<file path="config.mk">
export PLATFORM = sky130hd
export DESIGN_NAME = neuro_sensor_top
export DESIGN_NICKNAME = d
export VERILOG_FILES = /design/src/rtl/sensor_pkg.sv /design/src/rtl/wake_sequencer.sv /design/src/rtl/haar_dwt.sv /design/src/rtl/band_power.sv /design/src/rtl/peak_band_encoder.sv /design/src/rtl/manchester_tx.sv /design/src/rtl/neuro_sensor_top.sv
export SDC_FILE = /design/constraint.sdc
export NUM_CORES = 1
export LEC_CHECK = 0
export BUFFER_PORTS_ARGS = -buffer_cell sky130_fd_sc_hd__clkbuf_2
export CAP_MARGIN = 20
export CORE_UTILIZATION = 58
export DETAILED_ROUTE_END_ITERATION = 16
export PLACE_DENSITY = 0.77
export SYNTH_ARGS = -nofsm -noshare
export SYNTH_HDL_FRONTEND = slang
export SYNTH_SLANG_ARGS = --single-unit
</file>
<file path="constraint.sdc">
create_clock -name clk -period 7 [get_ports clk]
set_clock_uncertainty 0.05 [all_clocks]
set_input_delay 1.4 -clock clk [delete_from_list [all_inputs] [get_ports clk]]
set_output_delay 1.4 -clock clk [all_outputs]
set_load 0.1 [all_outputs]
</file>
<file path="src/rtl/sensor_pkg.sv">
// Shared widths, timing constants and packet layout of the wake-triggered sensor core
`default_nettype none

package sensor_pkg;

    // ========================================================================
    // Datapath widths
    // ========================================================================
    localparam int adc_bits      = 4;
    localparam int sub_width     = 12;
    localparam int num_bands     = 8;
    localparam int band_idx_bits = 3;
    localparam int pow_width     = 16;
    localparam int sq_width      = 2 * sub_width;
    localparam int cmd_width     = 3;

    // Transform runs level 1, level 2, level 3, then output
    localparam int dwt_latency   = 4;

    // Frame sequencer states
    localparam int state_bits = 3;
    localparam logic [state_bits-1:0] st_idle      = 3'd0;
    localparam logic [state_bits-1:0] st_transform = 3'd1;
    localparam logic [state_bits-1:0] st_power     = 3'd2;
    localparam logic [state_bits-1:0] st_encode    = 3'd3;
    localparam logic [state_bits-1:0] st_transmit  = 3'd4;
    localparam logic [state_bits-1:0] st_sleep     = 3'd5;

    // ========================================================================
    // LSK packet
    // ========================================================================
    localparam int bit_period   = 200;
    localparam int half_bit     = bit_period / 2;
    localparam int timer_bits   = $clog2(bit_period);
    localparam int packet_bits  = 14;
    localparam int pkt_idx_bits = $clog2(packet_bits);

    localparam logic [3:0] preamble  = 4'b1010;
    localparam logic [3:0] sync_word = 4'b1100;
    localparam logic [1:0] postamble = 2'b11;

    // Built through the fields, shifted out MSB-first through the flat word
    typedef union packed {
        struct packed {
            logic [3:0]           preamble;
            logic [3:0]           sync;
            logic [cmd_width-1:0] command;
            logic                 parity;
            logic [1:0]           postamble;
        } fields;
        logic [packet_bits-1:0] flat;
    } lsk_packet_u;

endpackage

`default_nettype wire

</file>
<file path="src/rtl/wake_sequencer.sv">
// Frame sequencer: input synchronizers, sample strobe and the per-frame stage FSM
`default_nettype none

module wake_sequencer
    import sensor_pkg::*;
(
    input  logic clk,
    input  logic rst_n,
    input  logic wake,
    input  logic adc_valid,
    input  logic dwt_done,
    input  logic pwr_done,
    input  logic enc_done,
    input  logic tx_active,
    output logic sample_stb,
    output logic dwt_start,
    output logic pwr_start,
    output logic enc_start,
    output logic tx_start,
    output logic processing
);

    logic                  wake_meta;
    logic                  wake_sync;
    logic                  adc_meta;
    logic                  adc_sync;
    logic                  adc_sync_q;
    logic                  tx_active_q;
    logic [state_bits-1:0] state;

    // ========================================================================
    // Synchronizers and sample edge detect
    // ========================================================================
    always_ff @(posedge clk or negedge rst_n) begin
        if (!rst_n) begin
            wake_meta  <= 1'b0;
            wake_sync  <= 1'b0;
            adc_meta   <= 1'b0;
            adc_sync   <= 1'b0;
            adc_sync_q <= 1'b0;
            sample_stb <= 1'b0;
        end else begin
            wake_meta  <= wake;
            wake_sync  <= wake_meta;
            adc_meta   <= adc_valid;
            adc_sync   <= adc_meta;
            adc_sync_q <= adc_sync;
            // One pulse per rising edge of the clean adc_valid
            sample_stb <= adc_sync & ~adc_sync_q;
        end
    end

    // ========================================================================
    // Frame FSM
    // ========================================================================
    always_ff @(posedge clk or negedge rst_n) begin
        if (!rst_n) begin
            state       <= st_idle;
            dwt_start   <= 1'b0;
            pwr_start   <= 1'b0;
            enc_start   <= 1'b0;
            tx_start    <= 1'b0;
            tx_active_q <= 1'b0;
        end else begin
            dwt_start   <= 1'b0;
            pwr_start   <= 1'b0;
            enc_start   <= 1'b0;
            tx_start    <= 1'b0;
            tx_active_q <= tx_active;
            case (state)
                st_idle: begin
                    if (wake_sync) begin
                        state     <= st_transform;
                        dwt_start <= 1'b1;
                    end
                end
                st_transform: begin
                    if (dwt_done) begin
                        state     <= st_power;
                        pwr_start <= 1'b1;
                    end
                end
                st_power: begin
                    if (pwr_done) begin
                        state     <= st_encode;
                        enc_start <= 1'b1;
                    end
                end
                st_encode: begin
                    if (enc_done) begin
                        state    <= st_transmit;
                        tx_start <= 1'b1;
                    end
                end
                st_transmit: begin
                    // Leave on the falling edge of the transmitter's active level
                    if (tx_active_q && !tx_active) begin
                        state <= st_sleep;
                    end
                end
                default: state <= st_idle;
            endcase
        end
    end

    assign processing = (state != st_idle) && (state != st_sleep);

endmodule

`default_nettype wire

</file>
<file path="src/rtl/haar_dwt.sv">
// Circular sample buffer feeding a 3-level Haar lifting transform into 8 subbands
`default_nettype none

module haar_dwt
    import sensor_pkg::*;
(
    input  logic                                clk,
    input  logic                                rst_n,
    input  logic [sub_width-1:0]                sample,
    input  logic                                sample_stb,
    input  logic                                dwt_start,
    output logic [num_bands-1:0][sub_width-1:0] subband,
    output logic                                dwt_done
);

    logic [sub_width-1:0]                  buffer [num_bands];
    logic [band_idx_bits-1:0]              wr_ptr;
    logic [dwt_latency-1:0]                stage;
    logic [num_bands/2-1:0][sub_width-1:0] l1_a;
    logic [num_bands/2-1:0][sub_width-1:0] l1_d;
    logic [num_bands/4-1:0][sub_width-1:0] l2_a;
    logic [num_bands/4-1:0][sub_width-1:0] l2_d;

    function automatic logic [sub_width-1:0] haar_detail(
        input logic [sub_width-1:0] a,
        input logic [sub_width-1:0] b
    );
        return b - a;
    endfunction

    // Approximation is a plus half the detail, rounded toward minus infinity
    function automatic logic [sub_width-1:0] haar_approx(
        input logic [sub_width-1:0] a,
        input logic [sub_width-1:0] b
    );
        logic signed [sub_width-1:0] d;
        logic signed [sub_width-1:0] half;
        d    = b - a;
        half = d >>> 1;
        return a + half;
    endfunction

    // ========================================================================
    // Sample buffer
    // ========================================================================
    // Pointer keeps running across frames so old samples stay usable
    always_ff @(posedge clk or negedge rst_n) begin
        if (!rst_n) begin
            wr_ptr <= '0;
        end else if (sample_stb) begin
            wr_ptr <= wr_ptr + 1'b1;
        end
    end

    always_ff @(posedge clk) begin
        if (sample_stb) begin
            buffer[wr_ptr] <= sample;
        end
    end

    // ========================================================================
    // Lifting steps
    // ========================================================================
    // One-hot step marker: L1, L2, L3, output
    always_ff @(posedge clk or negedge rst_n) begin
        if (!rst_n) begin
            stage <= '0;
        end else begin
            stage <= {stage[dwt_latency-2:0], dwt_start && (stage == '0)};
        end
    end

    always_ff @(posedge clk) begin
        if (stage[0]) begin
            for (int i = 0; i < num_bands / 2; i++) begin
                l1_d[i] <= haar_detail(buffer[2*i], buffer[2*i+1]);
                l1_a[i] <= haar_approx(buffer[2*i], buffer[2*i+1]);
            end
        end
        if (stage[1]) begin
            for (int i = 0; i < num_bands / 4; i++) begin
                l2_d[i] <= haar_detail(l1_a[2*i], l1_a[2*i+1]);
                l2_a[i] <= haar_approx(l1_a[2*i], l1_a[2*i+1]);
            end
        end
        if (stage[2]) begin
            subband[0]   <= haar_approx(l2_a[0], l2_a[1]);
            subband[1]   <= haar_detail(l2_a[0], l2_a[1]);
            subband[3:2] <= l2_d;
            subband[7:4] <= l1_d;
        end
    end

    assign dwt_done = stage[dwt_latency-1];

endmodule

`default_nettype wire

</file>
<file path="src/rtl/band_power.sv">
// Band power: magnitude squared of each subband through one shared multiplier
`default_nettype none

module band_power
    import sensor_pkg::*;
(
    input  logic                                clk,
    input  logic                                rst_n,
    input  logic [num_bands-1:0][sub_width-1:0] subband,
    input  logic                                pwr_start,
    output logic [num_bands-1:0][pow_width-1:0] bin,
    output logic                                pwr_done
);

    logic [band_idx_bits-1:0] idx;
    logic                     running;
    logic [sub_width-1:0]     cur;
    logic [sub_width-1:0]     mag;
    logic [sq_width-1:0]      square;

    // Magnitude of the selected band, then the single multiplier
    assign cur    = subband[idx];
    assign mag    = cur[sub_width-1] ? (~cur + 1'b1) : cur;
    assign square = mag * mag;

    always_ff @(posedge clk or negedge rst_n) begin
        if (!rst_n) begin
            idx      <= '0;
            running  <= 1'b0;
            pwr_done <= 1'b0;
        end else begin
            pwr_done <= 1'b0;
            if (pwr_start && !running) begin
                running <= 1'b1;
                idx     <= '0;
            end else if (running) begin
                if (idx == band_idx_bits'(num_bands - 1)) begin
                    running  <= 1'b0;
                    pwr_done <= 1'b1;
                end else begin
                    idx <= idx + 1'b1;
                end
            end
        end
    end

    // Keep the upper bits of the square
    always_ff @(posedge clk) begin
        if (running) begin
            bin[idx] <= square[sq_width-1 -: pow_width];
        end
    end

endmodule

`default_nettype wire

</file>
<file path="src/rtl/peak_band_encoder.sv">
// Peak band search: scans the bins one per cycle and reports the strongest index
`default_nettype none

module peak_band_encoder
    import sensor_pkg::*;
(
    input  logic                                clk,
    input  logic                                rst_n,
    input  logic [num_bands-1:0][pow_width-1:0] bin,
    input  logic                                enc_start,
    output logic [cmd_width-1:0]                cmd,
    output logic                                enc_done
);

    logic [band_idx_bits:0]   scan_idx;
    logic                     scanning;
    logic [pow_width-1:0]     max_val;
    logic [band_idx_bits-1:0] max_idx;

    always_ff @(posedge clk or negedge rst_n) begin
        if (!rst_n) begin
            scan_idx <= '0;
            scanning <= 1'b0;
            cmd      <= '0;
            enc_done <= 1'b0;
        end else begin
            enc_done <= 1'b0;
            if (enc_start && !scanning) begin
                scanning <= 1'b1;
                scan_idx <= (band_idx_bits + 1)'(1);
            end else if (scanning) begin
                if (scan_idx == (band_idx_bits + 1)'(num_bands)) begin
                    scanning <= 1'b0;
                    cmd      <= max_idx;
                    enc_done <= 1'b1;
                end else begin
                    scan_idx <= scan_idx + 1'b1;
                end
            end
        end
    end

    // Strictly greater replaces, so ties keep the lower index
    always_ff @(posedge clk) begin
        if (enc_start && !scanning) begin
            max_val <= bin[0];
            max_idx <= '0;
        end else if (scanning && !scan_idx[band_idx_bits]) begin
            if (bin[scan_idx[band_idx_bits-1:0]] > max_val) begin
                max_val <= bin[scan_idx[band_idx_bits-1:0]];
                max_idx <= scan_idx[band_idx_bits-1:0];
            end
        end
    end

endmodule

`default_nettype wire

</file>
<file path="src/rtl/manchester_tx.sv">
// LSK transmitter: builds the 14-bit packet and sends it Manchester coded, MSB first
`default_nettype none

module manchester_tx
    import sensor_pkg::*;
(
    input  logic                 clk,
    input  logic                 rst_n,
    input  logic [cmd_width-1:0] cmd,
    input  logic                 tx_start,
    output logic                 lsk_ctrl,
    output logic                 tx_active
);

    lsk_packet_u             packet;
    logic [timer_bits-1:0]   bit_timer;
    logic [pkt_idx_bits-1:0] bit_idx;
    logic                    second_half;

    // ========================================================================
    // Packet builder
    // ========================================================================
    always_ff @(posedge clk) begin
        if (tx_start && !tx_active) begin
            packet.fields.preamble  <= preamble;
            packet.fields.sync      <= sync_word;
            packet.fields.command   <= cmd;
            packet.fields.parity    <= ^cmd;
            packet.fields.postamble <= postamble;
        end
    end

    // ========================================================================
    // Bit timer
    // ========================================================================
    always_ff @(posedge clk or negedge rst_n) begin
        if (!rst_n) begin
            tx_active <= 1'b0;
            bit_timer <= '0;
            bit_idx   <= '0;
        end else if (tx_start && !tx_active) begin
            tx_active <= 1'b1;
            bit_timer <= '0;
            bit_idx   <= pkt_idx_bits'(packet_bits - 1);
        end else if (tx_active) begin
            if (bit_timer == timer_bits'(bit_period - 1)) begin
                bit_timer <= '0;
                // Last bit done ends the packet
                if (bit_idx == '0) begin
                    tx_active <= 1'b0;
                end else begin
                    bit_idx <= bit_idx - 1'b1;
                end
            end else begin
                bit_timer <= bit_timer + 1'b1;
            end
        end
    end

    // Data half first, then the inverted half
    assign second_half = (bit_timer >= timer_bits'(half_bit));
    assign lsk_ctrl    = tx_active & (packet.flat[bit_idx] ^ second_half);

endmodule

`default_nettype wire

</file>
<file path="src/rtl/neuro_sensor_top.sv">
// Sensor core top level: sequencer, transform, power, peak search and LSK transmitter
`default_nettype none

module neuro_sensor_top
    import sensor_pkg::*;
(
    input  logic                 clk,
    input  logic                 rst_n,
    input  logic [adc_bits-1:0]  adc_data,
    input  logic                 adc_valid,
    input  logic                 wake,
    output logic [cmd_width-1:0] cmd_out,
    output logic                 cmd_valid,
    output logic                 lsk_ctrl,
    output logic                 lsk_tx,
    output logic                 processing
);

    logic                                sample_stb;
    logic                                dwt_start;
    logic                                dwt_done;
    logic                                pwr_start;
    logic                                pwr_done;
    logic                                enc_start;
    logic                                enc_done;
    logic                                tx_start;
    logic [sub_width-1:0]                sample_ext;
    logic [num_bands-1:0][sub_width-1:0] subband;
    logic [num_bands-1:0][pow_width-1:0] bin;

    // Signed ADC code widened to the transform width
    assign sample_ext = {{(sub_width - adc_bits){adc_data[adc_bits-1]}}, adc_data};
    assign cmd_valid  = enc_done;

    // ========================================================================
    // Stage instances
    // ========================================================================
    wake_sequencer i_wake_sequencer (
        .clk        (clk),
        .rst_n      (rst_n),
        .wake       (wake),
        .adc_valid  (adc_valid),
        .dwt_done   (dwt_done),
        .pwr_done   (pwr_done),
        .enc_done   (enc_done),
        .tx_active  (lsk_tx),
        .sample_stb (sample_stb),
        .dwt_start  (dwt_start),
        .pwr_start  (pwr_start),
        .enc_start  (enc_start),
        .tx_start   (tx_start),
        .processing (processing)
    );

    haar_dwt i_haar_dwt (
        .clk        (clk),
        .rst_n      (rst_n),
        .sample     (sample_ext),
        .sample_stb (sample_stb),
        .dwt_start  (dwt_start),
        .subband    (subband),
        .dwt_done   (dwt_done)
    );

    band_power i_band_power (
        .clk       (clk),
        .rst_n     (rst_n),
        .subband   (subband),
        .pwr_start (pwr_start),
        .bin       (bin),
        .pwr_done  (pwr_done)
    );

    peak_band_encoder i_peak_band_encoder (
        .clk       (clk),
        .rst_n     (rst_n),
        .bin       (bin),
        .enc_start (enc_start),
        .cmd       (cmd_out),
        .enc_done  (enc_done)
    );

    manchester_tx i_manchester_tx (
        .clk       (clk),
        .rst_n     (rst_n),
        .cmd       (cmd_out),
        .tx_start  (tx_start),
        .lsk_ctrl  (lsk_ctrl),
        .tx_active (lsk_tx)
    );

endmodule

`default_nettype wire

</file>
==> out/summary.txt <==
CTS sink count = 463
PnR worst setup slack = -271 ps
Final #Nets = 2551
Vias/cell = 5.56
RSZ-0062 raised after global routing = true
N_diodes = 0
Commonest non-fill, non-tap cell in the layout = edfxtp_1
Slew @ Worst Pin = 1050 ps
Vias in the first global route = 16900
Distinct cells, synth = 83
Largest net degree at the start of global routing = 83
Crit path buf inv count = 8
Final wirelength = 54.8 mm
Arrival @ worst endpoint = 7500 ps
Die area = 45800 um^2
Vias = 15900
H-Tree Level Count = 2
Synth Cell Area = 26100 um^2
Reg2reg start = i_band_power.idx[0]
Tmin final = 7270 ps
Max incr delay on CP = 540 ps
I/O pin count = 15
Total iterations of the first detailed-routing run = 5
EDFF count, synth = 412
Critical-path top delay cell = mux4_2
Synth Area per Inst = 12.9 um^2
Initial core utilization = 0.588
1st-iter DRT viols = 1052
Synth Warn # = 0
Reg clk slew, reported paths = 60 ps
Die X = 214 um
Detailed Place HPWL = 39.0 mm
Setup crit start = i_band_power.idx[0]
Num CTS Buffers = 46
CP delay by family, top = adder cells
Yosys reg bits = 463
Most frequent cells in the layout = 412 x edfxtp_1, 264 x inv_1, 193 x ha_1
WHS = 314 ps
Final setup vio count = 88
Area fraction of the dominant cell type after synthesis = 0.474
CTS max path bufs = 3
Post-Synthesis Cells = 2015
Sequential-to-total area share from yosys stat = 0.523
Slew Limit Fails = 0
Port Buffers = 14
Crit path kind = reg -> reg
Peak Freq = 138 MHz
Async S/R FF share, synth = 0.104
Root Driver = clkbuf_16
Total core area = 44300 um^2
Initial antenna violation count = 0
Worst-path maximum fanout = 8
Total of max-cap violations = 0
Primary FF master, synth = edfxtp_1
Failing checks = negative setup slack
Share of layout cells above drive strength 1 = 0.207
Final hold viol count = 0
Worst setup SP type = register
Status = complete, but fails checks
Dominant cells by area after synthesis = edfxtp_1 47%, ha_1 9.7%, fa_1 7.8%
GRT Resource Usage Total = 0.241
Slew HR = 0.301
First-pass GRT wire length = 86.2 mm
Final Wtd Congestion = 0.911
Worst setup EP type = register
Required time worst endpoint = 7230 ps
Worst path most repeated cell = fa_1
Wire per inst = 19.1 um
Period utilization = 1.04
Area delta synth->final = 16.1%
Synth area leader = edfxtp_1
CTS tree = built
Final antenna-violating net count = 0
Global route overflow = 0
# rows = 77
Post-route DRC = 0
Worst skew pair latency = 580 ps
HP Class = reg -> reg
Hold path start = i_wake_sequencer.adc_meta
Height of the chip = 214 um
[final cells by class]
cell class | count | area, um^2
sequential | 463 | 13600
fill | 3002 | 14000
multi-input combinational | 1246 | 11800
clock buffer | 61 | 1240
clock inverter | 21 | 168
inverter | 277 | 1040
tap | 592 | 741
timing repair buffer | 206 | 1620
[synth_stat cells (8+ instances only)]
cell      number
and2_1        10
nor2b_1       19
a21o_1        48
nand2_1      125
nand3_1       13
xor2_1        36
mux2i_1       22
a22oi_1        8
fa_1         101
nand4_1        9
nor2_1       116
ha_1         202
mux2_2        32
a211oi_1       8
o21ai_0       43
a21oi_1       98
or2_2         11
a21bo_2        8
dfrtp_1       48
o21bai_1      42
nand2b_1      31
inv_1        274
nor3_1        18
xnor2_1       97
mux4_2        37
edfxtp_1     412
clkbuf_1      17
[flip-flops by register name, indices dropped and copies added (netlist names), 4 cells and up]
name	count
i_band_power.bin	128
i_haar_dwt.buffer	32
i_haar_dwt.l1_a	48
i_haar_dwt.l1_d	44
i_haar_dwt.l2_a	24
i_haar_dwt.l2_d	24
i_haar_dwt.stage	4
i_haar_dwt.subband	92
i_manchester_tx.bit_idx	4
i_manchester_tx.bit_timer	8
i_manchester_tx.packet	4
i_peak_band_encoder.max_val	16
i_peak_band_encoder.scan_idx	4
[path summary, 6_finish.rpt]
kind	end	cells past startpoint	slack (ps)
setup / recovery	i_band_power.bin[61]	30	-270
hold / removal	i_wake_sequencer.adc_sync	0	310
setup reg to reg	i_band_power.bin[61]	30	-270
hold reg to reg	i_wake_sequencer.adc_sync	0	310
max in group asynchronous	i_haar_dwt.stage[2]	2	5460
min in group asynchronous	i_haar_dwt.wr_ptr[1]	2	890
[metrics by stage]
step                std cells  area, um^2  utilization  setup TNS (ps)  worst slack, ps
floorplan                2021       26200            -               0             1.24
global placement         2734       27900        0.630          -16070             -344
detailed placement       2734       27900        0.630          -27940             -467
CTS                      2851       29900        0.676           -4410             -123
global route             2866       30300        0.683          -41320             -562
finish                   2866       30300        0.683          -17960             -271
[per-layer routing]
layer / GRT usage / part of all wire
met5: 0 / 0
met4: 0.0966 / 0.040
met3: 0.0279 / 0.040
met2: 0.437 / 0.53
met1: 0.291 / 0.39
[what timing repair did]
action / CTS / global route
hold buffers: 0 / 0
gates cloned: 1 / 0
gates resized for setup: 64 / 48
setup buffers: 35 / 17
pin swaps: 23 / 32
setup endpoints to repair: 104 / 112
[logic make-up (layout without fill, tap and decap cells)]
logic type,after synthesis,after routing,share of synthesized area
other,2,8,0.000288
AOI/OAI and AO/OA,318,318,0.0807
xor gates and xnor gates,139,139,0.0496
and+or+nand+nor,385,385,0.0703
DFF,463,463,0.523
buffers and inverters,312,565,0.0467
adders and majority gates,303,303,0.174
muxes,93,93,0.0552
Power is left out: the tool's default activity adds up to more than one toggle a clock period on the data nets, which glitch-free logic cannot reach.
